## src/rtl/lsu_dcache_pkg.sv

```systemverilog
// Shared definitions for the load/store unit data-cache channel.
// Holds the widths, buffer index types, load/store type encodings and
// the request/answer structs exchanged with the L1 data cache.
// Modules take what they need through a wildcard import in their header.

package lsu_dcache_pkg;

    // Data and address width
    localparam int XLEN = 64;

    // Buffer index widths
    localparam int LDBUFF_IDX_LEN = 3;
    localparam int STBUFF_IDX_LEN = 2;

    // Cache side index is wide enough for either buffer
    localparam int BUFF_IDX_LEN = (LDBUFF_IDX_LEN > STBUFF_IDX_LEN) ?
                                  LDBUFF_IDX_LEN : STBUFF_IDX_LEN;

    typedef logic [XLEN-1:0]           xlen_t;
    typedef logic [LDBUFF_IDX_LEN-1:0] ldbuff_idx_t;
    typedef logic [STBUFF_IDX_LEN-1:0] stbuff_idx_t;
    typedef logic [BUFF_IDX_LEN-1:0]   buff_idx_t;

    // Load/store access types where the unsigned variants only matter for loads
    typedef enum logic [2:0] {
        LS_BYTE       = 3'd0,
        LS_BYTE_U     = 3'd1,
        LS_HALFWORD   = 3'd2,
        LS_HALFWORD_U = 3'd3,
        LS_WORD       = 3'd4,
        LS_WORD_U     = 3'd5,
        LS_DOUBLEWORD = 3'd6
    } ldst_type_t;

    // Width of a cache write
    typedef enum logic [1:0] {
        B  = 2'd0,
        HW = 2'd1,
        W  = 2'd2,
        DW = 2'd3
    } store_width_t;

    typedef enum logic {
        LOAD  = 1'b0,
        STORE = 1'b1
    } req_type_t;

    // Load buffer request
    typedef struct packed {
        xlen_t       paddr;
        ldbuff_idx_t idx;
    } lb_dcache_req_t;

    // Store buffer request
    typedef struct packed {
        xlen_t       paddr;
        xlen_t       value;
        stbuff_idx_t idx;
        ldst_type_t  sttype;
    } sb_dcache_req_t;

    // Request to the L1 data cache
    typedef struct packed {
        logic         valid;
        req_type_t    req_type;
        xlen_t        paddr;
        xlen_t        data;
        store_width_t store_width;
        buff_idx_t    lsq_addr;
    } lsq_l1dc_req_t;

    // Answer from the L1 data cache
    typedef struct packed {
        logic      valid;
        logic      was_store;
        buff_idx_t lsq_addr;
        xlen_t     data;
    } l1dc_lsq_ans_t;

    // Wake-up from the L1 data cache after a line refill
    typedef struct packed {
        logic  valid;
        xlen_t line_addr;
    } l1dc_lsq_wup_t;

    // Answer payload sent to both buffers
    typedef struct packed {
        buff_idx_t idx;
        xlen_t     value;
    } lsb_dcache_ans_t;

endpackage

```

## src/rtl/dcache_ans_router.sv

```systemverilog
// Routes data-cache answers and wake-ups back to the load buffer or the
// store buffer, chosen by the answer's was-store flag. The answer payload
// goes to both buffers; only the valid strobes are steered. The cache's
// ready comes from the buffer being answered. No state, zero latency;
// the clock input only samples the assertions.

`timescale 1ns/10ps

module dcache_ans_router
    import lsu_dcache_pkg::*;
(
    input  logic            clk_i,

    // From the cache
    input  l1dc_lsq_ans_t   dcache_ans_i,
    input  l1dc_lsq_wup_t   dcache_wup_i,
    output logic            dcache_ans_ready_o,

    // Ready from the buffers
    input  logic            lb_ans_ready_i,
    input  logic            sb_ans_ready_i,

    // Strobes to the buffers
    output logic            lb_ans_valid_o,
    output logic            sb_ans_valid_o,
    output logic            lb_wup_valid_o,
    output logic            sb_wup_valid_o,

    // Shared payload
    output lsb_dcache_ans_t ans_o,
    output xlen_t           wup_addr_o
);

    // Handshake decoder
    always_comb begin
        if (dcache_ans_i.was_store) begin
            lb_ans_valid_o     = 1'b0;
            lb_wup_valid_o     = 1'b0;
            sb_ans_valid_o     = dcache_ans_i.valid;
            sb_wup_valid_o     = dcache_wup_i.valid;
            dcache_ans_ready_o = sb_ans_ready_i;
        end else begin
            lb_ans_valid_o     = dcache_ans_i.valid;
            lb_wup_valid_o     = dcache_wup_i.valid;
            sb_ans_valid_o     = 1'b0;
            sb_wup_valid_o     = 1'b0;
            dcache_ans_ready_o = lb_ans_ready_i;
        end
    end

    // A wake-up carries only a line address so the answer fields are cleared
    always_comb begin
        if (dcache_wup_i.valid) begin
            ans_o      = '0;
            wup_addr_o = dcache_wup_i.line_addr;
        end else begin
            ans_o.idx   = dcache_ans_i.lsq_addr;
            ans_o.value = dcache_ans_i.data;
            wup_addr_o  = '0;
        end
    end

    // Never strobe both buffers in the same cycle
    a_side_exclusive: assert property (
        @(posedge clk_i)
        !((lb_ans_valid_o || lb_wup_valid_o) && (sb_ans_valid_o || sb_wup_valid_o))
    ) else $error("answer routed to both load and store side");

endmodule

```

## src/rtl/dcache_req_arbiter.sv

```systemverilog
// Fair two-way arbiter between the load buffer and the store buffer
// for the data-cache request port, plus the request multiplexer.
// On a tie the side not served last wins. The selected request is
// flattened into cache fields: loads always read a doubleword, stores
// get a write width from their store type. Purely combinational from
// valid to request; only the last-served record is registered.

`timescale 1ns/10ps

module dcache_req_arbiter
    import lsu_dcache_pkg::*;
(
    input  logic           clk_i,
    input  logic           rst_i,

    // Load buffer
    input  logic           lb_valid_i,
    input  lb_dcache_req_t lb_req_i,
    output logic           lb_ready_o,

    // Store buffer
    input  logic           sb_valid_i,
    input  sb_dcache_req_t sb_req_i,
    output logic           sb_ready_o,

    // Cache side
    input  logic           dcache_ready_i,
    output logic           req_valid_o,
    output req_type_t      req_type_o,
    output xlen_t          req_paddr_o,
    output xlen_t          req_data_o,
    output store_width_t   req_width_o,
    output buff_idx_t      req_idx_o
);

    // Side that got the last transfer
    req_type_t    last_served_q;
    logic         grant_lb;
    logic         transfer;
    store_width_t st_width;

    // Load wins when alone, or on a tie when the store went last
    assign grant_lb = lb_valid_i & (~sb_valid_i | (last_served_q == STORE));

    assign req_valid_o = lb_valid_i | sb_valid_i;
    assign transfer    = req_valid_o & dcache_ready_i;

    assign lb_ready_o = grant_lb & dcache_ready_i;
    assign sb_ready_o = ~grant_lb & sb_valid_i & dcache_ready_i;

    // Starts as STORE so the first tie goes to the load buffer
    always_ff @(posedge clk_i) begin
        if (rst_i) begin
            last_served_q <= STORE;
        end else if (transfer) begin
            last_served_q <= grant_lb ? LOAD : STORE;
        end
    end

    // Signed and unsigned variants share a store width
    always_comb begin
        case (sb_req_i.sttype)
            LS_BYTE, LS_BYTE_U:         st_width = B;
            LS_HALFWORD, LS_HALFWORD_U: st_width = HW;
            LS_WORD, LS_WORD_U:         st_width = W;
            LS_DOUBLEWORD:              st_width = DW;
            default:                    st_width = DW;
        endcase
    end

    // Request mux with indices zero-extended to the cache index width
    always_comb begin
        if (grant_lb) begin
            req_type_o  = LOAD;
            req_paddr_o = lb_req_i.paddr;
            req_data_o  = '0;
            req_width_o = DW;
            req_idx_o   = buff_idx_t'(lb_req_i.idx);
        end else begin
            req_type_o  = STORE;
            req_paddr_o = sb_req_i.paddr;
            req_data_o  = sb_req_i.value;
            req_width_o = st_width;
            req_idx_o   = buff_idx_t'(sb_req_i.idx);
        end
    end

    // Only one buffer may see its request accepted in a cycle
    a_ready_exclusive: assert property (
        @(posedge clk_i) disable iff (rst_i)
        !(lb_ready_o && sb_ready_o)
    ) else $error("load and store ready asserted together");

    // A buffer is never told ready without offering a request
    a_lb_ready_valid: assert property (
        @(posedge clk_i) disable iff (rst_i)
        lb_ready_o |-> lb_valid_i
    ) else $error("lb_ready_o high without lb_valid_i");

    a_sb_ready_valid: assert property (
        @(posedge clk_i) disable iff (rst_i)
        sb_ready_o |-> sb_valid_i
    ) else $error("sb_ready_o high without sb_valid_i");

endmodule

```

## src/rtl/lsu_dcache_port.sv

```systemverilog
// Data-cache channel of the load/store unit.
// The request arbiter picks between the load and store buffers while the
// answer router steers cache answers back to them. This level only packs
// the arbiter's fields into the cache request struct and hands the cache
// answer structs to the router.

`timescale 1ns/10ps

module lsu_dcache_port
    import lsu_dcache_pkg::*;
(
    input  logic            clk_i,
    input  logic            rst_i,

    // Requests from the buffers
    input  logic            lb_valid_i,
    input  lb_dcache_req_t  lb_req_i,
    input  logic            sb_valid_i,
    input  sb_dcache_req_t  sb_req_i,
    output logic            lb_ready_o,
    output logic            sb_ready_o,

    // Answers to the buffers
    input  logic            lb_ans_ready_i,
    input  logic            sb_ans_ready_i,
    output logic            lb_ans_valid_o,
    output logic            sb_ans_valid_o,
    output logic            lb_wup_valid_o,
    output logic            sb_wup_valid_o,
    output lsb_dcache_ans_t ans_o,
    output xlen_t           wup_addr_o,

    // L1 data cache
    output lsq_l1dc_req_t   dcache_req_o,
    input  logic            dcache_ready_i,
    input  l1dc_lsq_ans_t   dcache_ans_i,
    input  l1dc_lsq_wup_t   dcache_wup_i,
    output logic            dcache_ans_ready_o
);

    logic         req_valid;
    req_type_t    req_type;
    xlen_t        req_paddr;
    xlen_t        req_data;
    store_width_t req_width;
    buff_idx_t    req_idx;

    dcache_req_arbiter u_req_arbiter (
        .clk_i          (clk_i),
        .rst_i          (rst_i),
        .lb_valid_i     (lb_valid_i),
        .lb_req_i       (lb_req_i),
        .lb_ready_o     (lb_ready_o),
        .sb_valid_i     (sb_valid_i),
        .sb_req_i       (sb_req_i),
        .sb_ready_o     (sb_ready_o),
        .dcache_ready_i (dcache_ready_i),
        .req_valid_o    (req_valid),
        .req_type_o     (req_type),
        .req_paddr_o    (req_paddr),
        .req_data_o     (req_data),
        .req_width_o    (req_width),
        .req_idx_o      (req_idx)
    );

    // Cache request struct
    assign dcache_req_o.valid       = req_valid;
    assign dcache_req_o.req_type    = req_type;
    assign dcache_req_o.paddr       = req_paddr;
    assign dcache_req_o.data        = req_data;
    assign dcache_req_o.store_width = req_width;
    assign dcache_req_o.lsq_addr    = req_idx;

    dcache_ans_router u_ans_router (
        .clk_i              (clk_i),
        .dcache_ans_i       (dcache_ans_i),
        .dcache_wup_i       (dcache_wup_i),
        .dcache_ans_ready_o (dcache_ans_ready_o),
        .lb_ans_ready_i     (lb_ans_ready_i),
        .sb_ans_ready_i     (sb_ans_ready_i),
        .lb_ans_valid_o     (lb_ans_valid_o),
        .sb_ans_valid_o     (sb_ans_valid_o),
        .lb_wup_valid_o     (lb_wup_valid_o),
        .sb_wup_valid_o     (sb_wup_valid_o),
        .ans_o              (ans_o),
        .wup_addr_o         (wup_addr_o)
    );

endmodule

```

## config.mk

```make
export PLATFORM = sky130hd
export DESIGN_NAME = lsu_dcache_port
export DESIGN_NICKNAME = d
export VERILOG_FILES = /design/src/rtl/lsu_dcache_pkg.sv /design/src/rtl/dcache_ans_router.sv /design/src/rtl/dcache_req_arbiter.sv /design/src/rtl/lsu_dcache_port.sv
export SDC_FILE = /design/constraint.sdc
export NUM_CORES = 1
export LEC_CHECK = 0
export ABC_AREA = 1
export BUFFER_PORTS_ARGS = -buffer_cell sky130_fd_sc_hd__buf_4
export CAP_MARGIN = 20
export CORE_AREA = 4 4 235 237
export DETAILED_ROUTE_END_ITERATION = 7
export DIE_AREA = 0 0 239 241
export GPL_ROUTABILITY_DRIVEN = 0
export PLACE_DENSITY = 0.34
export SLEW_MARGIN = 20
export SYNTH_ARGS = -nofsm -noshare
export SYNTH_HDL_FRONTEND = slang
export SYNTH_SLANG_ARGS = --single-unit
```

## constraint.sdc

```tcl
create_clock -name clk_i -period 1.14 [get_ports clk_i]
set_input_delay 0.057 -clock clk_i [delete_from_list [all_inputs] [get_ports clk_i]]
set_output_delay 0.057 -clock clk_i [all_outputs]
set_load 0.005 [all_outputs]
```

Yosys cells after proc, flatten, opt, wreduce, memory -nomap -nowiden
Index checks and enable logic that the tools add are counted.
Storage, ports and cells
  word-level logic and storage cells: 32
  register bits after elaboration: 1
Operators by class
  bitwise gates (word level): 9
  reductions and logical operators: 4
  mux-type cells: 13
  equal/unequal tests: 5
Operator list (count)
  $mux 64: 3
  $mux 67: 1
  $eq 3x2->1 const B: 2
  $eq 3x3->1 const B: 2
  $mux 1: 6
  $pmux 2 s3: 1
  $reduce_or 2->1: 3
  $and 1x1->1: 5
  $eq 3x1->1 const B: 1
  $logic_not 3->1: 1
  $mux 3: 1
  $mux 2: 1
  $not 1->1: 2
  $or 1x1->1: 2

Longest topological paths before layout
  depth after elaboration: 6
  depth in mapped cells: 8
  mapped depth without buffers: 6

Cells and area by module
Synthesis repeated with hierarchy kept, for this count alone.
Unflattened totals
  cell total of the unflattened synthesis: 660
  area total of the unflattened synthesis: 2665.1 um2
Modules (own cells, without submodules)
  dcache_req_arbiter: instances 1, cells each 369, area each 1490.2 um2
  dcache_ans_router: instances 1, cells each 289, area each 1159.9 um2
  lsu_dcache_port: instances 1, cells each 2, area each 15.0 um2

Worst setup path after synthesis
OpenSTA, ideal clock, no wires.
  kind: register to output
  start: reg u_req_arbiter.last_served_q
  end: out dcache_req_o[108] in the netlist's numbering
  arrival: 938 ps
  path buffers: 2
  path slack: 145 ps
  stages on the path, launching flop included: 9
  path through: dfxtp_1 inv_1 nand2_1 nand2_2 inv_2 buf_6 buf_6 nand2_1 nand2_1
RTL lines
  start: declaration: RTL line dcache_req_arbiter.sv:37  | req_type_t last_served_q;
  start signal: assignment: RTL line dcache_req_arbiter.sv:56  | last_served_q <= grant_lb ? LOAD : STORE;
  end: declaration: RTL line lsu_dcache_port.sv:34  | output lsq_l1dc_req_t dcache_req_o,

==> Implementation_results.wiki <==
{| class="wikitable"
! Metric !! Value
|-
| Status || complete, but fails checks
|-
| Switching power share of the total || 0.4064
|-
| Routed WL per cell || 14.46 um
|-
| Minimum setup slack in the final design || -0.04676 ns
|-
| Number of synthesized register bits || 1
|-
| Final Hold Violating Endpoints || 0
|-
| Number of nets with antenna violations after routing || 0
|-
| IO Pins || 614
|-
| Via count of the first global-routing pass || 5422
|-
| Data arrival time at the worst-slack endpoint || 1.13 ns
|-
| Cell type contributing the most total cell area after synthesis || sky130_fd_sc_hd__nand2_1
|-
| VDD IR-drop max || 203.8 uV
|-
| Clk pwr share || 0
|-
| Type of destination of the critical path || output pin
|-
| Setup Skew || 0 ns
|-
| Reported net switching power || 1.410 mW
|-
| End of the worst hold path || u_req_arbiter.last_served_q
|-
| Row count || 85
|-
| Pin count of the biggest net entering global routing || 64
|-
| Sequential element share of the synthesized area || 0.007707
|-
| Synthesized netlist net count || 998
|-
| Dominant cells by area after synthesis || sky130_fd_sc_hd__nand2_1 (39%), sky130_fd_sc_hd__inv_1 (30%), sky130_fd_sc_hd__nor2_1 (20%)
|-
| Violated checks || setup timing
|-
| Period utilisation layout || 1.041
|-
| Drt total wl || 28.29 mm
|-
| Number of detailed-route iterations in the first pass || 4
|-
| Wire length of the first global-routing pass || 35.77 mm
|-
| Gate count of the mapped netlist || 657
|-
| Max frequency || 842.6 MHz
|-
| Initial antenna violation count || 2
|-
| Top cell types by occurrence after synthesis || sky130_fd_sc_hd__nand2_1 (270), sky130_fd_sc_hd__inv_1 (207), sky130_fd_sc_hd__nor2_1 (135)
|-
| Number of enable-type register cells in the synthesized netlist || 0
|-
| Part of the total power dissipated in combinational logic || 0.988
|-
| Post-layout instance count excluding filler cells || 1956
|-
| Top Registers || u_req_arbiter.last_served_q: 1 flops
|-
| Cells traversed along the worst timing path || inv_2, nand2_4, nand2_8, inv_12, buf_12, or2_1, buf_6
|-
| CP peak stage delay || 0.30 ns
|-
| Type of the worst setup path || reg -> out
|-
| Setup_tns || -0.8018 ns
|-
| Count of routing violations after the opening detailed-route iteration || 161
|-
| Cell area after technology mapping || 2597 sq um
|-
| Biggest fanout along the worst timing path || 9
|-
| Die width || 239 um
|-
| Initial cell density of the core || 0.04875
|-
| Slowest stage cell, crit path || sky130_fd_sc_hd__dfxtp_2
|-
| Final worst hold slack || 0.2867 ns
|-
| Clock Latency Late Sink || 0 ns
|-
| Placed cell area || 7991 sq um
|-
| Most used standard cell by instance count after synthesis || sky130_fd_sc_hd__nand2_1
|-
| HPWL after detailed placement || 23.73 mm
|-
| Critical R2R Capture || u_req_arbiter.last_served_q
|-
| Largest Register || u_req_arbiter.last_served_q
|-
| Final min period || 1.187 ns
|-
| CORE AREA || 53280 sq um
|-
| Cell leakage power || 5.660 nW
|-
| Syn Area/Cell || 3.954 sq um
|-
| Die height || 241 um
|-
| Measured slew at the worst slew-check pin || 0.3512 ns
|-
| # Max-Cap Violations || 0
|-
| Hold wc startpoint || rst_i
|-
| Type of the tightest min-delay check || in -> reg
|-
| Cell Count Post-Placement || 1941
|-
| Sequential Power Share || 0.012
|-
| Internal portion of total power || 2.060 mW
|-
| Area of the die || 57600 sq um
|-
| Fillcell total || 6239
|-
| R2R setup slack || 0.03 ns
|-
| Global routing usage summed across all routing layers || 0.08127
|-
| Critical Path RT || 1.08 ns
|-
| Total power || 3.470 mW
|-
| Layout-stage area growth over the synthesis result || 234.7%
|-
| Number of flip-flops under the largest register name || 1
|-
| Fraction of final layout cells sized beyond drive strength 1 || 0.5639
|-
| Post-layout nets || 1602
|-
| Leftover overflow at the end of global routing || 0
|-
| Area of all placed cells without fillers || 8693 sq um
|-
| Fraction of post-synthesis cell area in the top cell type by area || 0.3902
|-
| Residual DRC || 0
|-
| DR vias || 5689
|-
| P per Cell Area || 399.2 nW/um^2
|-
| Count of buffers from port buffering || 612
|-
| Count of cells along the worst hold path || 3
|-
| Number of warning messages in the yosys log || 0
|-
| Synth async-reset ratio || 0
|-
| Worst-case headroom to the max-slew limit || 0.7659
|-
| Pins Over Slew Limit || 0
|-
| Worst r2r src || u_req_arbiter.last_served_q
|-
| Kind of start point of the critical path || flop
|-
| Primary flip-flop cell chosen by synthesis mapping || sky130_fd_sc_hd__dfxtp_1
|-
| Number of setup violations in the final report || 37
|-
| Clock-pin slew on the worst setup and hold paths || 0 ns
|-
| Unrepaired setup endpoints after global routing || yes
|-
| Count of cells along the worst register-to-register path || 7
|-
| Vias per cell || 2.908
|-
| Count of unique library cells instantiated by Yosys || 14
|}
[logic make-up (layout without fill, tap and decap cells)]
| logic type | Yosys count | in the layout | share of synthesized area |
|---|---|---|---|
| other | 0 | 1 | 0 |
| AND/OR/NAND/NOR | 409 | 409 | 0.5944 |
| multiplexers | 1 | 1 | 0.004335 |
| flip-flops | 1 | 1 | 0.007707 |
| buffers and inverters | 246 | 848 | 0.3935 |
[final cells by class]
| class | count | area, sq um | share of cell area |
|---|---|---|---|
| Antenna cell | 1 | 2.502 | 0.0002879 |
| Inverter | 208 | 793.3 | 0.09125 |
| Multi-Input combinational cell | 410 | 1782 | 0.2050 |
| Sequential cell | 1 | 21.27 | 0.002447 |
| Tap cell | 696 | 870.8 | 0.1002 |
| Timing Repair Buffer | 639 | 5213 | 0.5996 |
| Timing Repair inverter | 1 | 11.26 | 0.001295 |
[how the worst max path moves through the flow]
stage / endpoint / startpoint / slack [ns] / cells past startpoint
after floorplan: dcache_req_o[108] / u_req_arbiter.last_served_q / 0.14 / 8
after global placement: dcache_req_o[112] / u_req_arbiter.last_served_q / -0.15 / 8
after detailed placement: dcache_req_o[112] / u_req_arbiter.last_served_q / -0.16 / 8
after CTS: dcache_req_o[3] / u_req_arbiter.last_served_q / -0.06 / 7
after global routing: dcache_req_o[117] / u_req_arbiter.last_served_q / -0.11 / 8
final: dcache_req_o[4] / u_req_arbiter.last_served_q / -0.05 / 7
[layout by cell type, fill, tap and decap left out]
| master | netlist | layout |
|---|---|---|
| sky130_fd_sc_hd__nand2_4 | 0 | 10 |
| sky130_fd_sc_hd__nand2_8 | 0 | 1 |
| sky130_fd_sc_hd__inv_2 | 1 | 1 |
| sky130_fd_sc_hd__nand2_2 | 1 | 48 |
| sky130_fd_sc_hd__nand3_1 | 1 | 1 |
| sky130_fd_sc_hd__mux2_2 | 1 | 1 |
| sky130_fd_sc_hd__clkbuf_16 | 0 | 6 |
| sky130_fd_sc_hd__inv_8 | 0 | 1 |
| sky130_fd_sc_hd__dfxtp_2 | 0 | 1 |
| sky130_fd_sc_hd__buf_16 | 0 | 6 |
| sky130_fd_sc_hd__buf_4 | 2 | 590 |
| sky130_fd_sc_hd__nand2_1 | 270 | 212 |
| sky130_fd_sc_hd__inv_12 | 0 | 1 |
| sky130_fd_sc_hd__buf_8 | 0 | 2 |
| sky130_fd_sc_hd__buf_6 | 9 | 30 |
| sky130_fd_sc_hd__buf_12 | 0 | 5 |
| sky130_fd_sc_hd__diode_2 | 0 | 1 |
| sky130_fd_sc_hd__inv_1 | 207 | 206 |
| sky130_fd_sc_hd__or2_1 | 2 | 2 |
| sky130_fd_sc_hd__nor2_2 | 0 | 7 |
| sky130_fd_sc_hd__nor2_1 | 135 | 128 |
[critical path, delay by kind of cell (launching register included)]
kind                   cells  cell delay (ns)
flip-flops                 1             0.30
AND/OR/NAND/NOR            3             0.40
buffers and inverters      4             0.41
[what timing repair did]
item / in CTS / in global routing
gates cloned: 4 / 8
buffers inserted: 2 / 0
pin swaps: 10 / 23
hold buffers: 0 / 0
resized for setup: 40 / 88
setup endpoints to repair: 133 / 129
[per-stage QoR]
step                utilization  setup slack [ns]
finish                   0.1632          -0.04676
global route             0.1631           -0.1099
CTS                      0.1545          -0.05539
detailed placement       0.1500           -0.1623
global placement         0.1500           -0.1479
floorplan                     -            0.1449
[power by group through the flow]
stage,sequential [mW],combinational (mW),clock (mW)
after floorplan,0.0396,0.863,0
final,0.0410,3.43,0.000000117
after CTS,0.0412,3.21,0
after global placement,0.0399,3.05,0
after detailed placement,0.0401,3.04,0
after global routing,0.0415,3.74,0
[layer usage]
| metal | vias up | part of all wire | track usage |
|---|---|---|---|
| met3 | 8 | 0.074 | 0.01211 |
| met2 | 227 | 0.52 | 0.1459 |
| met4 | 0 | 0.0051 | 0.003847 |
| met1 | 2516 | 0.40 | 0.1087 |
| li1 | 2938 | - | - |
| met5 | - | 0 | 0 |
Power figures use the tool's default switching activity.
